[src/logic/mem_pkg.sv]
package mem_pkg;

	// ********************
	// bus and memory sizes
	// ********************

	// byte address width on every port
	localparam int ADDR_W = 32;
	// one bus word
	localparam int DATA_W = 64;
	// one enable per byte lane
	localparam int STRB_W = 8;
	// sram depth in 64-bit words
	localparam int MEM_WORDS = 1024;
	// log2 of the depth, so word indices wrap by themselves
	localparam int WORD_IDX_W = 10;
	// arlen field, beats minus one
	localparam int LEN_W = 8;

	// ********************
	// shared types
	// ********************

	typedef logic [ADDR_W-1:0]     addr_t;
	typedef logic [DATA_W-1:0]     data_t;
	typedef logic [STRB_W-1:0]     strb_t;
	typedef logic [LEN_W-1:0]      burst_len_t;
	typedef logic [WORD_IDX_W-1:0] word_idx_t;

	// arbiter grant, fetch or load/store owns the memory port
	typedef enum logic [1:0] {ARB_IDLE, ARB_FETCH, ARB_DATA} arb_state_t;

	// sram channel state
	typedef enum logic [1:0] {SR_IDLE, SR_READ, SR_WRESP} sram_state_t;

endpackage

[src/logic/bus_arbiter.sv]
`timescale 1ns/10ps

module bus_arbiter import mem_pkg::*; (
	input  logic       clk,
	input  logic       rst,
	// fetch requester, read only
	input  addr_t      if_araddr,
	input  burst_len_t if_arlen,
	input  logic       if_arvalid,
	output logic       if_arready,
	output data_t      if_rdata,
	output logic       if_rlast,
	output logic       if_rvalid,
	input  logic       if_rready,
	// load/store requester, read
	input  addr_t      ls_araddr,
	input  logic       ls_arvalid,
	output logic       ls_arready,
	output data_t      ls_rdata,
	output logic       ls_rvalid,
	input  logic       ls_rready,
	// load/store requester, write
	input  addr_t      ls_awaddr,
	input  logic       ls_awvalid,
	output logic       ls_awready,
	input  data_t      ls_wdata,
	input  strb_t      ls_wstrb,
	input  logic       ls_wvalid,
	output logic       ls_wready,
	output logic       ls_bvalid,
	input  logic       ls_bready,
	// memory port toward the sram
	output addr_t      m_araddr,
	output burst_len_t m_arlen,
	output logic       m_arvalid,
	input  logic       m_arready,
	input  data_t      m_rdata,
	input  logic       m_rlast,
	input  logic       m_rvalid,
	output logic       m_rready,
	output addr_t      m_awaddr,
	output logic       m_awvalid,
	input  logic       m_awready,
	output data_t      m_wdata,
	output strb_t      m_wstrb,
	output logic       m_wvalid,
	input  logic       m_wready,
	input  logic       m_bvalid,
	output logic       m_bready
);

	arb_state_t state;
	arb_state_t state_nxt;
	logic       grant_if;
	logic       grant_ls;
	// ending handshakes seen on the memory side
	logic       r_hs;
	logic       b_hs;

	assign grant_if = (state == ARB_FETCH);
	assign grant_ls = (state == ARB_DATA);
	assign r_hs     = m_rvalid && m_rready;
	assign b_hs     = m_bvalid && m_bready;

	// ********************
	// grant fsm
	// ********************

	always_comb begin
		state_nxt = state;
		case (state)
			ARB_IDLE: begin
				// load/store first, it stalls the pipe
				if (ls_arvalid || ls_awvalid) begin
					state_nxt = ARB_DATA;
				end else if (if_arvalid) begin
					state_nxt = ARB_FETCH;
				end
			end
			// hold until the last beat of the burst is taken
			ARB_FETCH: if (r_hs && m_rlast) state_nxt = ARB_IDLE;
			// single read beat or write response ends it
			ARB_DATA:  if (r_hs || b_hs) state_nxt = ARB_IDLE;
			default:   state_nxt = ARB_IDLE;
		endcase
	end

	always_ff @(posedge clk) begin
		if (rst) begin
			state <= ARB_IDLE;
		end else begin
			state <= state_nxt;
		end
	end

	// ********************
	// requests to memory
	// ********************

	// load/store reads are always one beat
	assign m_araddr  = grant_ls ? ls_araddr : if_araddr;
	assign m_arlen   = grant_ls ? burst_len_t'(0) : if_arlen;
	assign m_arvalid = (grant_if && if_arvalid) || (grant_ls && ls_arvalid);
	assign m_rready  = (grant_if && if_rready) || (grant_ls && ls_rready);
	// only load/store writes
	assign m_awaddr  = ls_awaddr;
	assign m_awvalid = grant_ls && ls_awvalid;
	assign m_wdata   = ls_wdata;
	assign m_wstrb   = ls_wstrb;
	assign m_wvalid  = grant_ls && ls_wvalid;
	assign m_bready  = grant_ls && ls_bready;

	// ********************
	// responses back
	// ********************

	// data fans out, handshakes masked by grant
	assign if_rdata   = m_rdata;
	assign ls_rdata   = m_rdata;
	assign if_arready = grant_if && m_arready;
	assign if_rvalid  = grant_if && m_rvalid;
	assign if_rlast   = grant_if && m_rlast;
	assign ls_arready = grant_ls && m_arready;
	assign ls_rvalid  = grant_ls && m_rvalid;
	assign ls_awready = grant_ls && m_awready;
	assign ls_wready  = grant_ls && m_wready;
	assign ls_bvalid  = grant_ls && m_bvalid;

endmodule

[config.mk]
export PLATFORM = sky130hd
export DESIGN_NAME = bus_arbiter
export DESIGN_NICKNAME = d
export VERILOG_FILES = /design/src/logic/mem_pkg.sv /design/src/logic/bus_arbiter.sv
export SDC_FILE = /design/constraint.sdc
export NUM_CORES = 1
export LEC_CHECK = 0
export ABC_AREA = 1
export BUFFER_PORTS_ARGS = -buffer_cell sky130_fd_sc_hd__clkbuf_2
export CORE_AREA = 3 3 207 209
export CTS_CLUSTER_DIAMETER = 60
export DETAILED_ROUTE_END_ITERATION = 8
export DIE_AREA = 0 0 210 212
export GPL_TIMING_DRIVEN = 0
export PLACE_DENSITY = 0.3
export REMOVE_ABC_BUFFERS = 1
export SETUP_SLACK_MARGIN = 0.2
export SLEW_MARGIN = 20
export SYNTH_ARGS = -nofsm -noshare
export SYNTH_HDL_FRONTEND = slang
export SYNTH_SLANG_ARGS = --single-unit
[constraint.sdc]
create_clock -name clk -period 1.11 [get_ports clk]
set_input_delay 0.333 -clock clk [delete_from_list [all_inputs] [get_ports clk]]
set_output_delay 0.333 -clock clk [all_outputs]
set_load 0.02 [all_outputs]
==> results of run 1 <==
## cell type report
cell class / count / area share
well taps: 532 / 0.243
clock buffers: 3 / 0.0274
repair buffers: 150 / 0.377
diodes: 1 / 0.000913
inverters: 23 / 0.0402
flip-flops and latches: 2 / 0.0173
repair inverters: 4 / 0.0233
multi-input cells: 141 / 0.272
## worst max-delay path: cells and delay by family (launching register included)
family | cells | cell delay (ns)
AND/OR/NAND/NOR | 3 | 0.18
flip-flops | 1 | 0.35
buffers and inverters | 4 | 0.56
## cell usage after synthesis
cell / number / share of area
a21oi_1: 2 / 0.0041
a21oi_2: 1 / 0.0036
buf_2: 8 / 0.016
buf_4: 232 / 0.71
dfxtp_1: 2 / 0.016
inv_1: 21 / 0.032
inv_2: 2 / 0.0031
nand2_1: 99 / 0.15
nand2_2: 4 / 0.010
nand3_1: 5 / 0.010
nor2_1: 22 / 0.034
nor2_2: 1 / 0.0025
o21ai_0: 2 / 0.0041
o21ai_2: 1 / 0.0036
## metrics by stage
stage | std cells | util | TNS [ns] | setup WS (ns)
after detailed placement | 833 | 0.0496 | -80.68 | -1.94
after CTS | 855 | 0.0660 | -27.63 | -0.565
after global placement | 833 | 0.0496 | -80.95 | -1.93
after floorplan | 162 | - | -31.47 | -0.728
final | 856 | 0.0668 | -26.03 | -0.546
after global routing | 855 | 0.0668 | -29.81 | -0.609
## power breakdown
| part | internal [mW] | switching [mW] |
|---|---|---|
| registers | 0.0915 | 0.0387 |
| clock network | 0.458 | 0.0752 |
| logic | 0.963 | 1.49 |
| total | 1.51 | 1.60 |
## metal layers
metal | vias to the layer above | share of wire | GRT usage
met2 | 605 | 0.54 | 0.452
met1 | 971 | 0.14 | 0.0912
met3 | 56 | 0.27 | 0.305
met5 | - | 0.0034 | 0.0280
met4 | 6 | 0.045 | 0.0804
li1 | 809 | - | -
## worst paths after layout
check,slack (ns),cells past startpoint,endpoint,startpoint
worst max-delay path,-0.55,7,m_araddr[0],state[0]
worst min-delay path,0.31,2,state[1],rst
worst max register to register,-0.21,9,state[0],state[0]
worst min register to register,0.76,4,state[1],state[0]
## logic make-up after synthesis
family | count (synthesis) | share of synthesized area
buffers and inverters | 263 | 0.761
AOI/OAI and AO/OA | 6 | 0.0153
DFF | 2 | 0.0163
and+or+nand+nor | 131 | 0.208
## repair_timing
action / CTS / global route
setup endpoints to repair: 55 / 55
gates cloned: 8 / 0
gates resized for setup: 104 / 28
setup buffers: 11 / 0
pin swaps: 9 / 0
==> results.cfg, run 1 <==
[run_status]
status = complete, but fails checks
violations = setup timing

[critical_path]
cp.required_ns = 0.78
path_cells = inv_8 > nand2_8 > buf_16 > buf_8 > nand2_2 > nand2_2 > clkbuf_8
path_common_cell = nand2_2
worst-setup-path-type = flip-flop to output port
arrival_ns = 1.32
cp_slowest_stage_delay_ns = 0.35
critPathMaxFanout = 6
endpoint_kind = output port
critPathSlowestCell = dfxtp_4
cp-start-kind = flip-flop

[timing]
fmaxAchievable_mhz = 604
layout_setup_ws_ns = -0.546
holdWs_ns = 0.311
hold_viol_final = 0
tightest_slew_ns = 0.235
finalClockSkew_ns = 0.000972
setup_viol = 55
slew_viol_final = 0
slew_headroom = 0.843
finalCriticalPeriod_ns = 1.66
rsz0062_at_grt = true
min_period_over_period = 1.49

[finish]
largestRegisters = state x2
nFillCells = 4871
layout_common_cells = clkbuf_2, nand2_1, inv_1
top_register = state
area_growth_pct = 11.6
final_common_cell = clkbuf_2
regArea_um2 = 47.5
drive_gt1_frac = 0.616
final_area_um2 = 2740
fin_nets = 580
multi_input_area_um2 = 744
largest_reg_flops = 2

[floorplanning]
num_rows = 74
start_util = 0.0599
die_h_um = 212
core-area_um2 = 41000
dieArea_um2 = 44500
pin_count = 540
die_w_um = 210

[worst_hold_path]
hold_class = input port to flip-flop

[placement]
dp_hpwl_um = 49300
gp_congestion = 1.06
dpl_cell_area_um2 = 2040
port-buffer-count = 139

[cts]
cts_tree = built
cts.path.max_buffers = 2
cts_hold_buf = 0
cts_inserted_buffers = 3
h-tree-depth = 1
clk_pin_slew_ns = 0.03
clkLatencyLatePin_ns = 0.22
clkSinkCount = 2
ctsRootBufferMaster = clkbuf_16

[route]
wl_um = 54100
postRouteAntennaNets = 0
vias_per_cell = 2.86
drt_first_pass_iters = 4
drc = 0
num_vias = 2447
drt_iter0_drc = 213
wl_per_cell_um = 63.2

[global_route]
overflow = 0
grt_max_degree = 12
grt_pass1_vias = 2097
grt_pass1_wl_um = 58700
antenna_found_initial = 2
gr-usage-all-layers = 0.233

[logic_synthesis]
syn_area_um2 = 2460
synth_cell_types = 14
synth_cells = 402
synth-seq-cells = 2
syn_avg_cell_area_um2 = 6.11
yosysWarnings = 0
synth-seq-area-share = 0.0163

[pwr]
power.density_nw_per_um2 = 1140
vdd_drop_max_mv = 0.413
total_power_mw = 3.12
power_leakage_nw = 1.34

[job]
maxCapViolations = 0
Note: power is estimated with default switching activity, not from simulation.
==> inputs of run 2 (changes only) <==
ABC_AREA = not set   (was 1)
CORE_AREA = 3 3 209 211   (was 3 3 207 209)
DIE_AREA = 0 0 212 214   (was 0 0 210 212)
==> run 2 against run 1 <==
Against the previous run: the run still ends with setup timing left; clock-buffer cell count unchanged; sequential share of layout area about the same; combinational power decreased by 41%; sequential cell count unchanged; setup slack got worse by 0.21 ns.
==> results.cfg, run 2 <==
[run_status]
status = complete, but fails checks
violations = setup timing

[pwr]
power.density_nw_per_um2 = 767
total_power_mw = 2.08
power_leakage_nw = 1.16
vdd_drop_max_mv = 0.542

[critical_path]
rrSetupSlack_ns = 0.10
arrival_ns = 1.53
worst-setup-path-type = flip-flop to output port
r2r-end = state[0]
cp.required_ns = 0.78
r2r-start = state[0]
reg2reg_depth = 3
endpoint_kind = output port
cp-start-kind = flip-flop
critPathMaxFanout = 11

[finish]
top_register = state
final_common_cell = clkbuf_2
final_area_um2 = 2710
largest_reg_flops = 2
layout_common_cells = clkbuf_2, mux2_4, buf_8
area_growth_pct = 7.55
antennaDiodeCount = 0
fin_nets = 477
largestRegisters = state x2
drive_gt1_frac = 0.895

[timing]
tightest_slew_ns = 0.426
setup_viol = 53
rsz0062_at_grt = true
finalClockSkew_ns = 0.000667
slew_viol_final = 0
slew_headroom = 0.716
fmaxAchievable_mhz = 537
layout_setup_ws_ns = -0.752
finalCriticalPeriod_ns = 1.86
finalSetupTns_ns = -34.41
min_period_over_period = 1.68
hold_viol_final = 0

[global_route]
antenna_found_initial = 0
grt_pass1_vias = 1806
grt_max_degree = 13
gr-usage-all-layers = 0.217
grt_pass1_wl_um = 55600
overflow = 0

[logic_synthesis]
synth_most_common_cell = buf_4
synth_compound_area_frac = 0.0184
synth_area_leaders = buf_4, mux2_4, and2_1
synth-seq-area-share = 0.0159
synth_fa_ha_area_frac = 0
synth_cells = 302
async_flop_share = 0
muxShareOfSynthArea = 0.191
ys.flop_type = dfxtp_1
synth_edf_count = 0
yosysWarnings = 0
syn_area_um2 = 2520
synth_cell_types = 16
synth-seq-cells = 2
synth.top_cell.area_share = 0.692
synth_xor_area_frac = 0
syn_avg_cell_area_um2 = 8.34
synth_simple_gate_area_frac = 0.0631
synth_top_family_by_area = buffers and inverters
synth_top_area_cell = buf_4
synth_common_cells = buf_4, mux2_4, and2_1

[route]
wl_um = 51800
num_vias = 2002
drt_first_pass_iters = 4
wl_per_cell_um = 68.3
vias_per_cell = 2.64
drt_iter0_drc = 111
postRouteAntennaNets = 0
drc = 0

[floorplanning]
pin_count = 540
num_rows = 75
die_w_um = 212
die_h_um = 214
start_util = 0.0600
core-area_um2 = 41900
dieArea_um2 = 45400

[cts]
cts_tree = built
clk_pin_slew_ns = 0.03
h-tree-depth = 1
cts_inserted_buffers = 3
clkLatencyLatePin_ns = 0.22
ctsRootBufferMaster = clkbuf_16
cts.path.max_buffers = 2
clkSinkCount = 2

[placement]
dpl_cell_area_um2 = 2100
port-buffer-count = 139
dp_hpwl_um = 49000
gp_congestion = 0.989
dp_slack_ns = -1.13

[worst_hold_path]
hold_class = input port to flip-flop
holdPathEnd = state[1]
hold_path.startpoint = rst
worstHoldPathCells = 2

[job]
maxCapViolations = 0
==> run 2: cell types whose count changed after synthesis, moves of 2 or more <==
cell	before	now
nand2_1	99	2
mux2_4	0	32
inv_1	21	0
nor2_1	22	1
and2_1	0	11
nor2b_1	0	9
buf_2	8	1
nand3_1	5	0
buf_6	0	4
nand2_2	4	0
a21oi_1	2	0
a22o_1	0	2
inv_2	2	0
o21ai_0	2	0
==> run 2: cell families (layout without fill, tap and decap cells) <==
| group | count (synthesis) | after routing |
|---|---|---|
| AO/OA/AOI/OAI | 5 | 5 |
| flip-flops | 2 | 2 |
| AND/OR/NAND/NOR | 26 | 29 |
| multiplexers | 32 | 32 |
| buffers and inverters | 237 | 152 |
==> run 2: critical path, stage by stage, from the launching register on <==
cell and delay, ns:
dfxtp_4 0.37, and2b_4 0.27, buf_12 0.16, mux2_4 0.35, buf_8 0.14
==> run 2: routing by layer <==
metal,part of all wire,global-route usage
met4,0.023,0.0397
met1,0.13,0.0746
met2,0.57,0.441
met5,0.010,0.0851
met3,0.27,0.283
==> run 2: how the worst max path moves through the flow <==
stage / start / to / depth (start not counted)
floorplan: state[0] / m_araddr[0] / 2
detailed placement: state[1] / m_araddr[9] / 3
global placement: state[1] / m_araddr[9] / 3
finish: state[0] / m_araddr[31] / 4
global route: state[0] / m_araddr[9] / 4
CTS: state[0] / m_araddr[31] / 4
==> run 2: timing repair <==
item | 4_1_cts | 5_1_grt
cloned | 3 | 0
buffers inserted | 7 | 3
hold buffers | 0 | 0
resized for setup | 58 | 77
pin swaps | 3 | 2
setup endpoints to repair | 54 | 55
==> run 2: area by class of cell <==
type | instances | area [µm²]
flip-flops and latches | 2 | 47.5
clock buffers | 3 | 75.1
repair buffers | 149 | 1160
fillers | 4909 | 39200
well taps | 539 | 674
multi-input cells | 66 | 751
==> run 2: report_power, final <==
| part | total (mW) | internal [mW] | switching, mW |
|---|---|---|---|
| Combinational | 1.44 | 0.790 | 0.654 |
| Clock | 0.539 | 0.458 | 0.0810 |
| Sequential | 0.0931 | 0.0769 | 0.0161 |
| Total | 2.08 | 1.33 | 0.752 |
==> run 2: per-stage QoR <==
step	instances	hold WS [ns]	utilization
global route	759	0.313	0.0645
global placement	743	0.519	0.0500
CTS	756	0.295	0.0603
floorplan	65	0.416	-
finish	759	0.308	0.0645
detailed placement	743	0.507	0.0500
==> inputs of run 3 (changes only) <==
SKIP_LAST_GASP = 1   (was not set)
SLEW_MARGIN = 25   (was 20)
clock period = 1.6 ns   (was 1.11 ns; I/O delays follow)
==> run 3 against run 2 <==
Against the previous run: the flow still finishes with violations (setup timing); sequential power fell by 29%; cell area fell by 4.0%; worst hold slack improved by 0.14 ns; sequential share of layout area rose by 0.074 points; routed wire length barely moved; critical endpoint unchanged.
==> results.cfg, run 3 (synthesis results as in run 2) <==
[run_status]
status = complete, but fails checks
violations = setup timing

[timing]
fmaxAchievable_mhz = 489
setup_viol = 53
rsz0062_at_grt = true
min_period_over_period = 1.28
slew_viol_final = 0
slew_headroom = 0.725
layout_setup_ws_ns = -0.446
finalClockSkew_ns = 0.000715
hold_viol_final = 0
finalSetupTns_ns = -16.83
finalCriticalPeriod_ns = 2.05
tightest_slew_ns = 0.402

[cts]
clkLatencyLatePin_ns = 0.22
cts.path.max_buffers = 2
cts_hold_buf = 0
clkSinkCount = 2
clk_pin_slew_ns = 0.03
cts_inserted_buffers = 3
cts_tree = built
ctsRootBufferMaster = clkbuf_16
h-tree-depth = 1

[global_route]
grt_max_degree = 13
gr-usage-all-layers = 0.217
overflow = 0
grt_pass1_wl_um = 55700
antenna_found_initial = 0
grt_pass1_vias = 1802

[floorplanning]
num_rows = 75
start_util = 0.0600
die_w_um = 212
die_h_um = 214
core-area_um2 = 41900
dieArea_um2 = 45400
pin_count = 540

[finish]
area_growth_pct = 3.23
fin_util = 0.0620
nFillCells = 4925
fin_nets = 476
drive_gt1_frac = 0.886
layout_common_cells = clkbuf_2, mux2_4, buf_6
largest_reg_flops = 2
final_common_cell = clkbuf_2
antennaDiodeCount = 0
top_register = state
largestRegisters = state x2
final_area_um2 = 2600

[critical_path]
critPathMaxFanout = 11
reg2reg_depth = 2
worst-setup-path-type = flip-flop to output port
cp.required_ns = 1.12
arrival_ns = 1.57
path_cells = and2b_4 > buf_12 > mux2_4 > clkbuf_4
critPathSlowestCell = dfxtp_4
cp-start-kind = flip-flop
cp_slowest_stage_delay_ns = 0.37
endpoint_kind = output port

[job]
maxCapViolations = 0

[route]
wl_um = 51800
drc = 0
num_vias = 2048
postRouteAntennaNets = 0
vias_per_cell = 2.70
drt_iter0_drc = 120
wl_per_cell_um = 68.3
drt_first_pass_iters = 4

[worst_hold_path]
hold_class = input port to flip-flop
worstHoldPathCells = 2

[placement]
dpl_cell_area_um2 = 2100
gp_congestion = 0.989
port-buffer-count = 139
dp_hpwl_um = 49000

[pwr]
vdd_drop_max_mv = 0.355
power_leakage_nw = 1.12
power.density_nw_per_um2 = 534
run 3: cell types whose count changed in the layout (fill, tap and decap cells not counted), sizes merged:
cell,previous run,this run
buf,48,34
clkbuf,104,117
run 3: area by class of cell:
type | count | area [µm²] | share of cell area
timing repair buffer | 148 | 1080 | 0.415
sequential | 2 | 47.5 | 0.0183
multi-input combinational | 66 | 724 | 0.279
tap | 539 | 674 | 0.260
clock buffer | 3 | 75.1 | 0.0289
run 3: where the power goes:
part,leakage [nW],internal [mW],switching (mW),total (mW)
clock network,0.0370,0.318,0.0557,0.374
registers,0.0178,0.0534,0.0129,0.0664
logic,1.07,0.505,0.444,0.949
total,1.12,0.876,0.513,1.39
run 3: metrics by stage:
step | setup WS, ns | hold slack (ns) | instances | power, mW
final | -0.446 | 0.446 | 758 | 1.39
after global routing | -0.487 | 0.465 | 758 | 1.46
after CTS | -0.468 | 0.442 | 756 | 1.34
after detailed placement | -0.782 | 0.507 | 743 | 0.783
after global placement | -0.794 | 0.519 | 743 | 0.783
after floorplan | -0.270 | 0.455 | 65 | 0.464
run 3: path summary, 6_finish.rpt:
kind | startpoint | to | slack [ns]
worst max-delay path | state[0] | m_araddr[31] | -0.45
worst min-delay path | rst | state[1] | 0.45
worst max register to register | state[1] | state[1] | 0.54
worst min register to register | state[1] | state[1] | 0.60
run 3: critical path, delay by kind of cell (launching register included):
family	cells	cell delay [ns]
AND/OR/NAND/NOR	1	0.27
flip-flops	1	0.37
buffers and inverters	2	0.35
multiplexers	1	0.34
run 3: layer usage:
metal  share of wire  routed length, µm  vias up  global-route usage
met2            0.56              29100      610               0.439
li1                -                  -      554                   -
met3            0.28              14400       41               0.287
met1            0.12               6350      831              0.0731
met4           0.029               1500       12              0.0442
met5          0.0090                465        -              0.0744
run 3: timing repair:
action,4_1_cts,5_1_grt
setup buffers,7,2
resized for setup,50,53
endpoints found under the hold margin,0,0
pin swaps,3,1
endpoints found under the setup margin,53,53
cloned,3,0
